$ cat config.mk
export PLATFORM = sky130hd
export DESIGN_NAME = i2c_periph_regs_top
export DESIGN_NICKNAME = d
export VERILOG_FILES = /design/src/design/i2c_regmap_pkg.sv /design/src/design/i2c_port_pkg.sv /design/src/design/msg_mailbox.sv /design/src/design/host_port.sv /design/src/design/dev_port.sv /design/src/design/reg_file.sv /design/src/design/i2c_periph_regs_top.sv
export SDC_FILE = /design/constraint.sdc
export NUM_CORES = 1
export LEC_CHECK = 0
export BUFFER_PORTS_ARGS = -buffer_cell sky130_fd_sc_hd__buf_2
export CAP_MARGIN = 0
export CELL_PAD_IN_SITES_DETAIL_PLACEMENT = 0
export CELL_PAD_IN_SITES_GLOBAL_PLACEMENT = 1
export CORE_MARGIN = 4
export CORE_UTILIZATION = 41
export CTS_CLUSTER_DIAMETER = 100
export CTS_CLUSTER_SIZE = 8
export DETAILED_ROUTE_END_ITERATION = 8
export GPL_TIMING_DRIVEN = 0
export HOLD_SLACK_MARGIN = 0.12
export PLACE_DENSITY = 0.95
export SYNTH_ARGS = -nofsm -noshare
export SYNTH_HDL_FRONTEND = slang
export SYNTH_SLANG_ARGS = --single-unit
$ cat constraint.sdc
create_clock -name clk -period 4.1 [get_ports clk]
set_input_delay 0.205 -clock clk [delete_from_list [all_inputs] [get_ports clk]]
set_output_delay 0.205 -clock clk [all_outputs]
set_load 0.05 [all_outputs]
$ cat src/design/i2c_regmap_pkg.sv
package i2c_regmap_pkg;

  localparam int REG_W = 8;  // every register is one byte wide

  // configuration registers
  localparam logic [7:0] REG_DEV_ADDR  = 8'h00;
  localparam logic [7:0] REG_ENABLE    = 8'h01;
  localparam logic [7:0] REG_DEBOUNCE  = 8'h02;
  localparam logic [7:0] REG_SCL_DELAY = 8'h03;
  localparam logic [7:0] REG_SDA_DELAY = 8'h04;

  // single byte mailboxes
  localparam logic [7:0] REG_MSG_TO_HOST      = 8'h10;
  localparam logic [7:0] REG_MSG_TO_HOST_STAT = 8'h11;
  localparam logic [7:0] REG_MSG_TO_DEV       = 8'h12;
  localparam logic [7:0] REG_MSG_TO_DEV_STAT  = 8'h13;

  // interrupt status / enable, one pair per side
  localparam logic [7:0] REG_DEV_IRQ_STAT  = 8'h40;
  localparam logic [7:0] REG_DEV_IRQ_EN    = 8'h41;
  localparam logic [7:0] REG_HOST_IRQ_STAT = 8'h50;
  localparam logic [7:0] REG_HOST_IRQ_EN   = 8'h51;

  localparam logic [6:0]       DEFAULT_DEV_ADDR  = 7'h6F;
  localparam logic [REG_W-1:0] DEFAULT_DEBOUNCE  = 8'd20;
  localparam logic [REG_W-1:0] DEFAULT_SCL_DELAY = 8'd20;
  localparam logic [REG_W-1:0] DEFAULT_SDA_DELAY = 8'd8;

  // settings handed to the i2c engine
  typedef struct packed {
    logic [6:0]       dev_addr;
    logic             enable;
    logic [REG_W-1:0] debounce;   // input filter length
    logic [REG_W-1:0] scl_delay;
    logic [REG_W-1:0] sda_delay;  // hold time after scl fall
  } i2c_cfg_t;

  localparam i2c_cfg_t RESET_CFG = '{
    dev_addr:  DEFAULT_DEV_ADDR,
    enable:    1'b0,
    debounce:  DEFAULT_DEBOUNCE,
    scl_delay: DEFAULT_SCL_DELAY,
    sda_delay: DEFAULT_SDA_DELAY
  };

endpackage

$ cat src/design/i2c_port_pkg.sv
package i2c_port_pkg;

  localparam int HOST_ADDR_W = 12;

  typedef logic [HOST_ADDR_W-1:0] host_addr_t;

  // host side, word addressed
  typedef struct packed {
    host_addr_t  waddr;
    logic [31:0] wdata;
    logic        we;
    host_addr_t  raddr;
    logic        rd_done;  // raddr byte has been consumed
  } host_req_t;

  // device side, byte addressed, one address for both directions
  typedef struct packed {
    logic [7:0] addr;
    logic [7:0] wdata;
    logic       we;
    logic       rd_done;
  } dev_req_t;

  // decoded writes of one side
  typedef struct packed {
    logic       dev_addr;
    logic       enable;
    logic       debounce;
    logic       scl_delay;
    logic       sda_delay;
    logic       msg;     // this side's outgoing mailbox
    logic       irq_en;  // this side's interrupt enable
    logic [7:0] data;
  } wr_strobe_t;

  typedef struct packed {
    logic host;
    logic dev;
  } rd_done_t;

  // everything either side can read back
  typedef struct packed {
    i2c_regmap_pkg::i2c_cfg_t cfg;
    logic [7:0]               msg_to_host;
    logic [7:0]               msg_to_dev;
    logic                     to_host_full;
    logic                     to_dev_full;
    logic                     host_irq_en;
    logic                     dev_irq_en;
    logic                     host_irq_stat;
    logic                     dev_irq_stat;
  } reg_view_t;

  // byte read mux, shared by both ports
  function automatic logic [7:0] view_byte(reg_view_t v, logic [7:0] idx);
    logic [7:0] b;
    case (idx)
      i2c_regmap_pkg::REG_DEV_ADDR:         b = {1'b0, v.cfg.dev_addr};
      i2c_regmap_pkg::REG_ENABLE:           b = {7'b0, v.cfg.enable};
      i2c_regmap_pkg::REG_DEBOUNCE:         b = v.cfg.debounce;
      i2c_regmap_pkg::REG_SCL_DELAY:        b = v.cfg.scl_delay;
      i2c_regmap_pkg::REG_SDA_DELAY:        b = v.cfg.sda_delay;
      i2c_regmap_pkg::REG_MSG_TO_HOST:      b = v.msg_to_host;
      i2c_regmap_pkg::REG_MSG_TO_HOST_STAT: b = {7'b0, v.to_host_full};
      i2c_regmap_pkg::REG_MSG_TO_DEV:       b = v.msg_to_dev;
      i2c_regmap_pkg::REG_MSG_TO_DEV_STAT:  b = {7'b0, v.to_dev_full};
      i2c_regmap_pkg::REG_DEV_IRQ_STAT:     b = {7'b0, v.dev_irq_stat};
      i2c_regmap_pkg::REG_DEV_IRQ_EN:       b = {7'b0, v.dev_irq_en};
      i2c_regmap_pkg::REG_HOST_IRQ_STAT:    b = {7'b0, v.host_irq_stat};
      i2c_regmap_pkg::REG_HOST_IRQ_EN:      b = {7'b0, v.host_irq_en};
      default:                              b = 8'h00;  // unmapped
    endcase
    return b;
  endfunction

endpackage

$ cat src/design/msg_mailbox.sv
`timescale 1ns/1ps

module msg_mailbox (
  input  logic                             clk,
  input  logic                             rst,
  input  logic                             wr_i,
  input  logic [i2c_regmap_pkg::REG_W-1:0] wdata_i,
  input  logic                             rd_done_i,
  output logic [i2c_regmap_pkg::REG_W-1:0] data_o,
  output logic                             full_o
);

  always_ff @(posedge clk or posedge rst) begin
    if (rst) begin
      data_o <= '0;
      full_o <= 1'b0;
    end else begin
      if (wr_i) begin
        data_o <= wdata_i;  // overwrite if still full
        full_o <= 1'b1;
      end else if (rd_done_i) begin
        full_o <= 1'b0;
      end
    end
  end

endmodule

$ cat src/design/host_port.sv
`timescale 1ns/1ps

module host_port (
  input  logic                    clk,
  input  logic                    rst,
  input  i2c_port_pkg::host_req_t host_req_i,
  input  i2c_port_pkg::reg_view_t view_i,
  output i2c_port_pkg::wr_strobe_t strobe_o,
  output logic                    rd_done_o,
  output logic [31:0]             rdata_o
);

  logic       wr_in_range;
  logic       rd_in_range;
  logic [7:0] widx;  // word index of the write
  logic [7:0] ridx;
  logic [7:0] rd_byte;

  // upper address bits must be clear
  assign wr_in_range = host_req_i.waddr[i2c_port_pkg::HOST_ADDR_W-1:10] == 2'b00;
  assign rd_in_range = host_req_i.raddr[i2c_port_pkg::HOST_ADDR_W-1:10] == 2'b00;

  assign widx = host_req_i.waddr[9:2];
  assign ridx = host_req_i.raddr[9:2];

  // host owns config, msg to device and its own irq enable
  always_comb begin
    strobe_o      = '0;
    strobe_o.data = host_req_i.wdata[7:0];
    if (host_req_i.we && wr_in_range) begin
      case (widx)
        i2c_regmap_pkg::REG_DEV_ADDR:    strobe_o.dev_addr  = 1'b1;
        i2c_regmap_pkg::REG_ENABLE:      strobe_o.enable    = 1'b1;
        i2c_regmap_pkg::REG_DEBOUNCE:    strobe_o.debounce  = 1'b1;
        i2c_regmap_pkg::REG_SCL_DELAY:   strobe_o.scl_delay = 1'b1;
        i2c_regmap_pkg::REG_SDA_DELAY:   strobe_o.sda_delay = 1'b1;
        i2c_regmap_pkg::REG_MSG_TO_DEV:  strobe_o.msg       = 1'b1;
        i2c_regmap_pkg::REG_HOST_IRQ_EN: strobe_o.irq_en    = 1'b1;
        default: ;  // status and unmapped, dropped
      endcase
    end
  end

  // message consumed only on an exact, aligned hit
  assign rd_done_o = host_req_i.rd_done && rd_in_range &&
                     (ridx == i2c_regmap_pkg::REG_MSG_TO_HOST) &&
                     (host_req_i.raddr[1:0] == 2'b00);

  assign rd_byte = rd_in_range ? i2c_port_pkg::view_byte(view_i, ridx) : 8'h00;

  // one cycle read latency
  always_ff @(posedge clk or posedge rst) begin
    if (rst) begin
      rdata_o <= '0;
    end else begin
      rdata_o <= {24'b0, rd_byte};
    end
  end

endmodule

$ cat src/design/dev_port.sv
`timescale 1ns/1ps

module dev_port (
  input  logic                     clk,
  input  logic                     rst,
  input  i2c_port_pkg::dev_req_t   dev_req_i,
  input  i2c_port_pkg::reg_view_t  view_i,
  output i2c_port_pkg::wr_strobe_t strobe_o,
  output logic                     rd_done_o,
  output logic [7:0]               rdata_o
);

  logic [7:0] rd_byte;

  // device may only post a message and set its own irq enable
  always_comb begin
    strobe_o      = '0;
    strobe_o.data = dev_req_i.wdata;
    if (dev_req_i.we) begin
      case (dev_req_i.addr)
        i2c_regmap_pkg::REG_MSG_TO_HOST: strobe_o.msg    = 1'b1;
        i2c_regmap_pkg::REG_DEV_IRQ_EN:  strobe_o.irq_en = 1'b1;
        default: ;
      endcase
    end
  end

  assign rd_done_o = dev_req_i.rd_done &&
                     (dev_req_i.addr == i2c_regmap_pkg::REG_MSG_TO_DEV);

  assign rd_byte = i2c_port_pkg::view_byte(view_i, dev_req_i.addr);

  always_ff @(posedge clk or posedge rst) begin
    if (rst) begin
      rdata_o <= '0;
    end else begin
      rdata_o <= rd_byte;  // valid the cycle after addr
    end
  end

endmodule

$ cat src/design/reg_file.sv
`timescale 1ns/1ps

module reg_file (
  input  logic                      clk,
  input  logic                      rst,
  input  i2c_port_pkg::wr_strobe_t  host_strobe_i,
  input  i2c_port_pkg::wr_strobe_t  dev_strobe_i,
  input  logic                      host_rd_done_i,
  input  logic                      dev_rd_done_i,
  output i2c_port_pkg::reg_view_t   view_o,
  output i2c_regmap_pkg::i2c_cfg_t  cfg_o,
  output logic                      host_irq_o,
  output logic                      dev_irq_o
);

  i2c_regmap_pkg::i2c_cfg_t cfg_q;
  logic                     host_irq_en_q;
  logic                     dev_irq_en_q;
  logic [7:0]               to_host_data;
  logic [7:0]               to_dev_data;
  logic                     to_host_full;
  logic                     to_dev_full;

  // config is host only, each irq enable belongs to its own side
  always_ff @(posedge clk or posedge rst) begin
    if (rst) begin
      cfg_q         <= i2c_regmap_pkg::RESET_CFG;
      host_irq_en_q <= 1'b0;
      dev_irq_en_q  <= 1'b0;
    end else begin
      if (host_strobe_i.dev_addr)  cfg_q.dev_addr  <= host_strobe_i.data[6:0];
      if (host_strobe_i.enable)    cfg_q.enable    <= host_strobe_i.data[0];
      if (host_strobe_i.debounce)  cfg_q.debounce  <= host_strobe_i.data;
      if (host_strobe_i.scl_delay) cfg_q.scl_delay <= host_strobe_i.data;
      if (host_strobe_i.sda_delay) cfg_q.sda_delay <= host_strobe_i.data;
      if (host_strobe_i.irq_en)    host_irq_en_q   <= host_strobe_i.data[0];
      if (dev_strobe_i.irq_en)     dev_irq_en_q    <= dev_strobe_i.data[0];
    end
  end

  // device posts, host consumes
  msg_mailbox u_to_host (
    .clk       (clk),
    .rst       (rst),
    .wr_i      (dev_strobe_i.msg),
    .wdata_i   (dev_strobe_i.data),
    .rd_done_i (host_rd_done_i),
    .data_o    (to_host_data),
    .full_o    (to_host_full)
  );

  // host posts, device consumes
  msg_mailbox u_to_dev (
    .clk       (clk),
    .rst       (rst),
    .wr_i      (host_strobe_i.msg),
    .wdata_i   (host_strobe_i.data),
    .rd_done_i (dev_rd_done_i),
    .data_o    (to_dev_data),
    .full_o    (to_dev_full)
  );

  assign host_irq_o = to_host_full & host_irq_en_q;
  assign dev_irq_o  = to_dev_full & dev_irq_en_q;

  assign cfg_o = cfg_q;

  always_comb begin
    view_o               = '0;
    view_o.cfg           = cfg_q;
    view_o.msg_to_host   = to_host_data;
    view_o.msg_to_dev    = to_dev_data;
    view_o.to_host_full  = to_host_full;
    view_o.to_dev_full   = to_dev_full;
    view_o.host_irq_en   = host_irq_en_q;
    view_o.dev_irq_en    = dev_irq_en_q;
    view_o.host_irq_stat = host_irq_o;  // status is the gated flag
    view_o.dev_irq_stat  = dev_irq_o;
  end

endmodule

$ cat src/design/i2c_periph_regs_top.sv
`timescale 1ns/1ps

module i2c_periph_regs_top (
  input  logic                     clk,
  input  logic                     rst,
  input  i2c_port_pkg::host_req_t  host_req_i,
  output logic [31:0]              host_rdata_o,
  input  i2c_port_pkg::dev_req_t   dev_req_i,
  output logic [7:0]               dev_rdata_o,
  output i2c_regmap_pkg::i2c_cfg_t cfg_o,
  output logic                     host_irq_o,
  output logic                     i2c_irq_o
);

  i2c_port_pkg::wr_strobe_t host_strobe;
  i2c_port_pkg::wr_strobe_t dev_strobe;
  i2c_port_pkg::rd_done_t   rd_done;
  i2c_port_pkg::reg_view_t  view;  // shared by both read muxes

  host_port u_host_port (
    .clk        (clk),
    .rst        (rst),
    .host_req_i (host_req_i),
    .view_i     (view),
    .strobe_o   (host_strobe),
    .rd_done_o  (rd_done.host),
    .rdata_o    (host_rdata_o)
  );

  dev_port u_dev_port (
    .clk       (clk),
    .rst       (rst),
    .dev_req_i (dev_req_i),
    .view_i    (view),
    .strobe_o  (dev_strobe),
    .rd_done_o (rd_done.dev),
    .rdata_o   (dev_rdata_o)
  );

  reg_file u_reg_file (
    .clk            (clk),
    .rst            (rst),
    .host_strobe_i  (host_strobe),
    .dev_strobe_i   (dev_strobe),
    .host_rd_done_i (rd_done.host),
    .dev_rd_done_i  (rd_done.dev),
    .view_o         (view),
    .cfg_o          (cfg_o),
    .host_irq_o     (host_irq_o),
    .dev_irq_o      (i2c_irq_o)  // device side interrupt
  );

endmodule

==> flow_metrics.py <==
metrics = {
    "cts": {
        "clk_path_buf_depth": 2,
        "post_cts_buffers": 0,
        "cts_sinks": 68,
        "cts_tree": "yes",
        "clk_latency_ns": 0.35,
        "cts_root_buffer": "clkbuf_8",
        "cts_max_level": 3,
        "numCtsBuffers": 9,
        "cts.clk_slew.worst_paths_ns": 0.07,
    },
    "die": {
        "rows": 36,
        "dieHeight_um": 109,
        "core_area_mm2": 0.00986,
        "die-area_mm2": 0.0119,
        "fp.dieW_um": 109,
        "ioPinCount": 152,
        "initial_utilization_pct": 42.4,
    },
    "route": {
        "drt_iter0_markers": 220,
        "firstDrtPassIters": 4,
        "wl_per_cell_um": 18.3,
        "ant_nets": 0,
        "vias": 3428,
        "routed_via_density": 5.19,
        "drt_wl_total_mm": 12.0,
        "post-route-drc-count": 0,
    },
    "logic_synthesis": {
        "muxShareOfSynthArea_pct": 20.7,
        "synth-xor-area-share_pct": 0,
        "synth-edff-count": 0,
        "synth_cell_type_count": 60,
        "async_flop_share_pct": 100,
        "yosys.area_share.simple_pct": 15.0,
        "synthFlopType": "dfrtp_1",
        "ys_ff_latch": 68,
        "syn_inst": 380,
        "synth_top_family_by_area": "multiplexers",
        "synth-adder-area-share_pct": 0,
        "avgSynthCellArea_um2": 11.0,
        "yosysWarnings": 0,
        "synth_compound_area_share_pct": 10.7,
        "ys_seq_area_share_pct": 41.1,
        "netlist_area_mm2": 0.00418,
    },
    "global_routing": {
        "gr-max-usage-layer": "met2",
        "grt_pass1_wl_mm": 19.0,
        "grtUsageMet2_pct": 33.2,
        "grt_pass1_vias": 3458,
        "gr-usage-met3_pct": 5.09,
        "antenna_found_initial": 0,
        "grt_max_degree": 36,
        "grt_use_met1_pct": 29.5,
        "grt.total_usage_pct": 21.3,
        "grt_overflow": 0,
    },
    "worst_setup_path": {
        "cp_max_fo": 9,
        "crit_type": "input pin to register",
        "critPathArrivalTime_ns": 2.02,
        "cp.required_ns": 4.33,
        "cp-start-kind": "input pin",
        "endpoint_kind": "register",
    },
    "timing": {
        "period_share_pct": 43.6,
        "rsz0062_at_grt": "false",
        "relSlewSlack_pct": 40.0,
        "fmax_mhz": 559,
        "report.final.slew_viol_count": 0,
        "finalCriticalPeriod_ns": 1.79,
        "worst_slew_pin_slew_ns": 0.898,
        "tns_ns": 0,
        "fin_ws_ns": 2.31,
        "skew_ns": 0.00827,
        "hold_viol": 0,
        "setup_viol": 0,
    },
    "placed_design": {
        "io_buffers": 97,
        "globalplace.congestion": 0.924,
        "dp_slack_ns": 1.92,
        "hpwl_mm": 9.32,
        "dp_cells": 634,
    },
    "finish": {
        "drive_gt1_share_pct": 49.1,
        "final_cell_count_no_fill": 660,
        "syn_to_final_growth_pct": 26.2,
        "num_antenna_cells": 0,
        "nets": 600,
    },
    "power": {
        "p_int_w": 0.00116,
        "clockPowerShare_pct": 40.7,
        "p_per_area_mw_per_mm2": 298,
        "sequentialPowerShare_pct": 44.3,
        "power_frac_comb_pct": 15.0,
        "leakagePower_nw": 2.70,
        "switching_share_pct": 26.4,
        "power_switching_w": 0.000415,
        "vdd_drop_max_v": 0.000142,
    },
    "run_status": {
        "status": "completed",
    },
    "flow_run": {
        "maxCapViolCount": 0,
    },
    "min_path": {
        "hp-class": "input pin to register",
    },
}
[power groups by stage]
stage | Sequential (W) | Clock, W | Combinational, W
final | 0.000696 | 0.000640 | 0.000235
after global routing | 0.000697 | 0.000686 | 0.000253
after CTS | 0.000696 | 0.000656 | 0.000235
after detailed placement | 0.000708 | 0 | 0.000227
after global placement | 0.000708 | 0 | 0.000221
after floorplan | 0.000703 | 0 | 0.000161
[placed cells by master, fill, tap and decap left out, types with 3 or more instances in the layout]
master         netlist  routed
a21o_1               3       3
a21oi_1              7       7
a221oi_1             3       3
a22o_1               4       4
a22oi_1              7       7
a2bb2oi_1            3       3
a31oi_1              4       4
a32oi_1              6       6
and2_1               4       4
and3_1               3       3
and4_1               4       4
buf_2                1      98
buf_4               59      59
clkbuf_1            12      13
clkbuf_8             0      12
conb_1               1      24
dfrtp_1             57      57
dfstp_2             11      11
dlygate4sd3_1        0      10
mux2_2              60      60
mux2i_1             19      19
nand2_1             11      11
nand2b_1             5       5
nand3_1              7       7
nand4_1              3       3
nand4b_1             3       3
nor2_1              17      17
nor3_1               8       8
o21ai_0             11      11
o22ai_1              4       4
or3_1                3       3
[layout make-up]
cell class	count	area, µm²
Timing Repair Buffer	108	606
Clock buffer	13	169
Buffer	74	508
Sequential cell	68	1720
Fill cell	903	4590
Tap cell	133	166
Multi-Input combinational cell	258	2030
Clock inverter	3	67.6
Inverter	3	11.3
[cells by family (layout without fill, tap and decap cells)]
| group | after synthesis | after routing |
|---|---|---|
| and+or+nand+nor | 93 | 93 |
| muxes | 79 | 79 |
| buffers and inverters | 77 | 201 |
| DFF | 68 | 68 |
| AOI/OAI and AO/OA | 62 | 62 |
| other | 1 | 24 |
[timing repair]
item / 4_1_cts / 5_1_grt
resized for setup: 0 / 0
hold buffers: 10 / 0
endpoints found under the hold margin: 39 / 0
[cell usage after synthesis, types with 4 or more instances]
cell / n / area [µm²]
nand3_1: 7 / 35.0
and2_1: 4 / 25.0
o21ai_0: 11 / 55.1
a22oi_1: 7 / 52.6
a22o_1: 4 / 35.0
nor2_1: 17 / 63.8
nand2_1: 11 / 41.3
dfrtp_1: 57 / 1430
o22ai_1: 4 / 25.0
and4_1: 4 / 35.0
mux2i_1: 19 / 190
nand2b_1: 5 / 31.3
a32oi_1: 6 / 52.6
dfstp_2: 11 / 289
clkbuf_1: 12 / 45.0
a21oi_1: 7 / 35.0
a31oi_1: 4 / 25.0
mux2_2: 60 / 676
buf_4: 59 / 443
nor3_1: 8 / 40.0
[sequential cells by signal, indices dropped and copies added, names as in the netlist]
register,flops
u_host_port.rdata_o,8
u_reg_file.host_irq_en_q,1
u_reg_file.dev_irq_en_q,1
u_reg_file.cfg_o,32
u_reg_file.u_to_dev.data_o,8
u_reg_file.u_to_dev.full_o,1
u_reg_file.u_to_host.full_o,1
u_reg_file.u_to_host.data_o,8
u_dev_port.rdata_o,8
[stage by stage]
step / cell area (µm²) / hold WS (ns) / utilization, % / power, W
after floorplan: 4260 / 0.355 / - / 0.000864
after global placement: 4920 / 0.442 / 49.8 / 0.000929
after detailed placement: 4940 / 0.366 / 50.0 / 0.000935
after CTS: 5270 / 0.121 / 53.4 / 0.00159
after global routing: 5270 / 0.124 / 53.4 / 0.00164
final: 5270 / 0.137 / 53.4 / 0.00157
[critical path: stages]
cell and delay, ns:
buf_2 0.12, nor3_1 0.73, nand4_2 0.53, mux2_2 0.44
[path summary, 6_finish.rpt]
check | to | cells past startpoint | slack, ns | start
worst min-delay path | u_reg_file.u_to_dev.data_o[5] | 2 | 0.14 | host_req_i[19]
worst min register to register | u_reg_file.u_to_host.data_o[1] | 1 | 0.55 | u_reg_file.u_to_host.data_o[1]
max in group asynchronous | u_reg_file.cfg_o[25] | 4 | 2.87 | rst
worst max register to register | u_host_port.rdata_o[0] | 4 | 2.60 | u_reg_file.cfg_o[25]
min in group asynchronous | u_reg_file.cfg_o[21] | 3 | 0.52 | rst
worst max-delay path | u_reg_file.u_to_host.data_o[5] | 4 | 2.31 | dev_req_i[15]
[per-layer routing]
layer,routed length (µm),up-vias,share of wire (%)
met5,0,-,0
met4,189,0,1.6
met3,962,18,8.0
met2,5600,142,46
met1,5300,1647,44
li1,-,1621,-
Note: power is estimated with default switching activity, not from simulation.
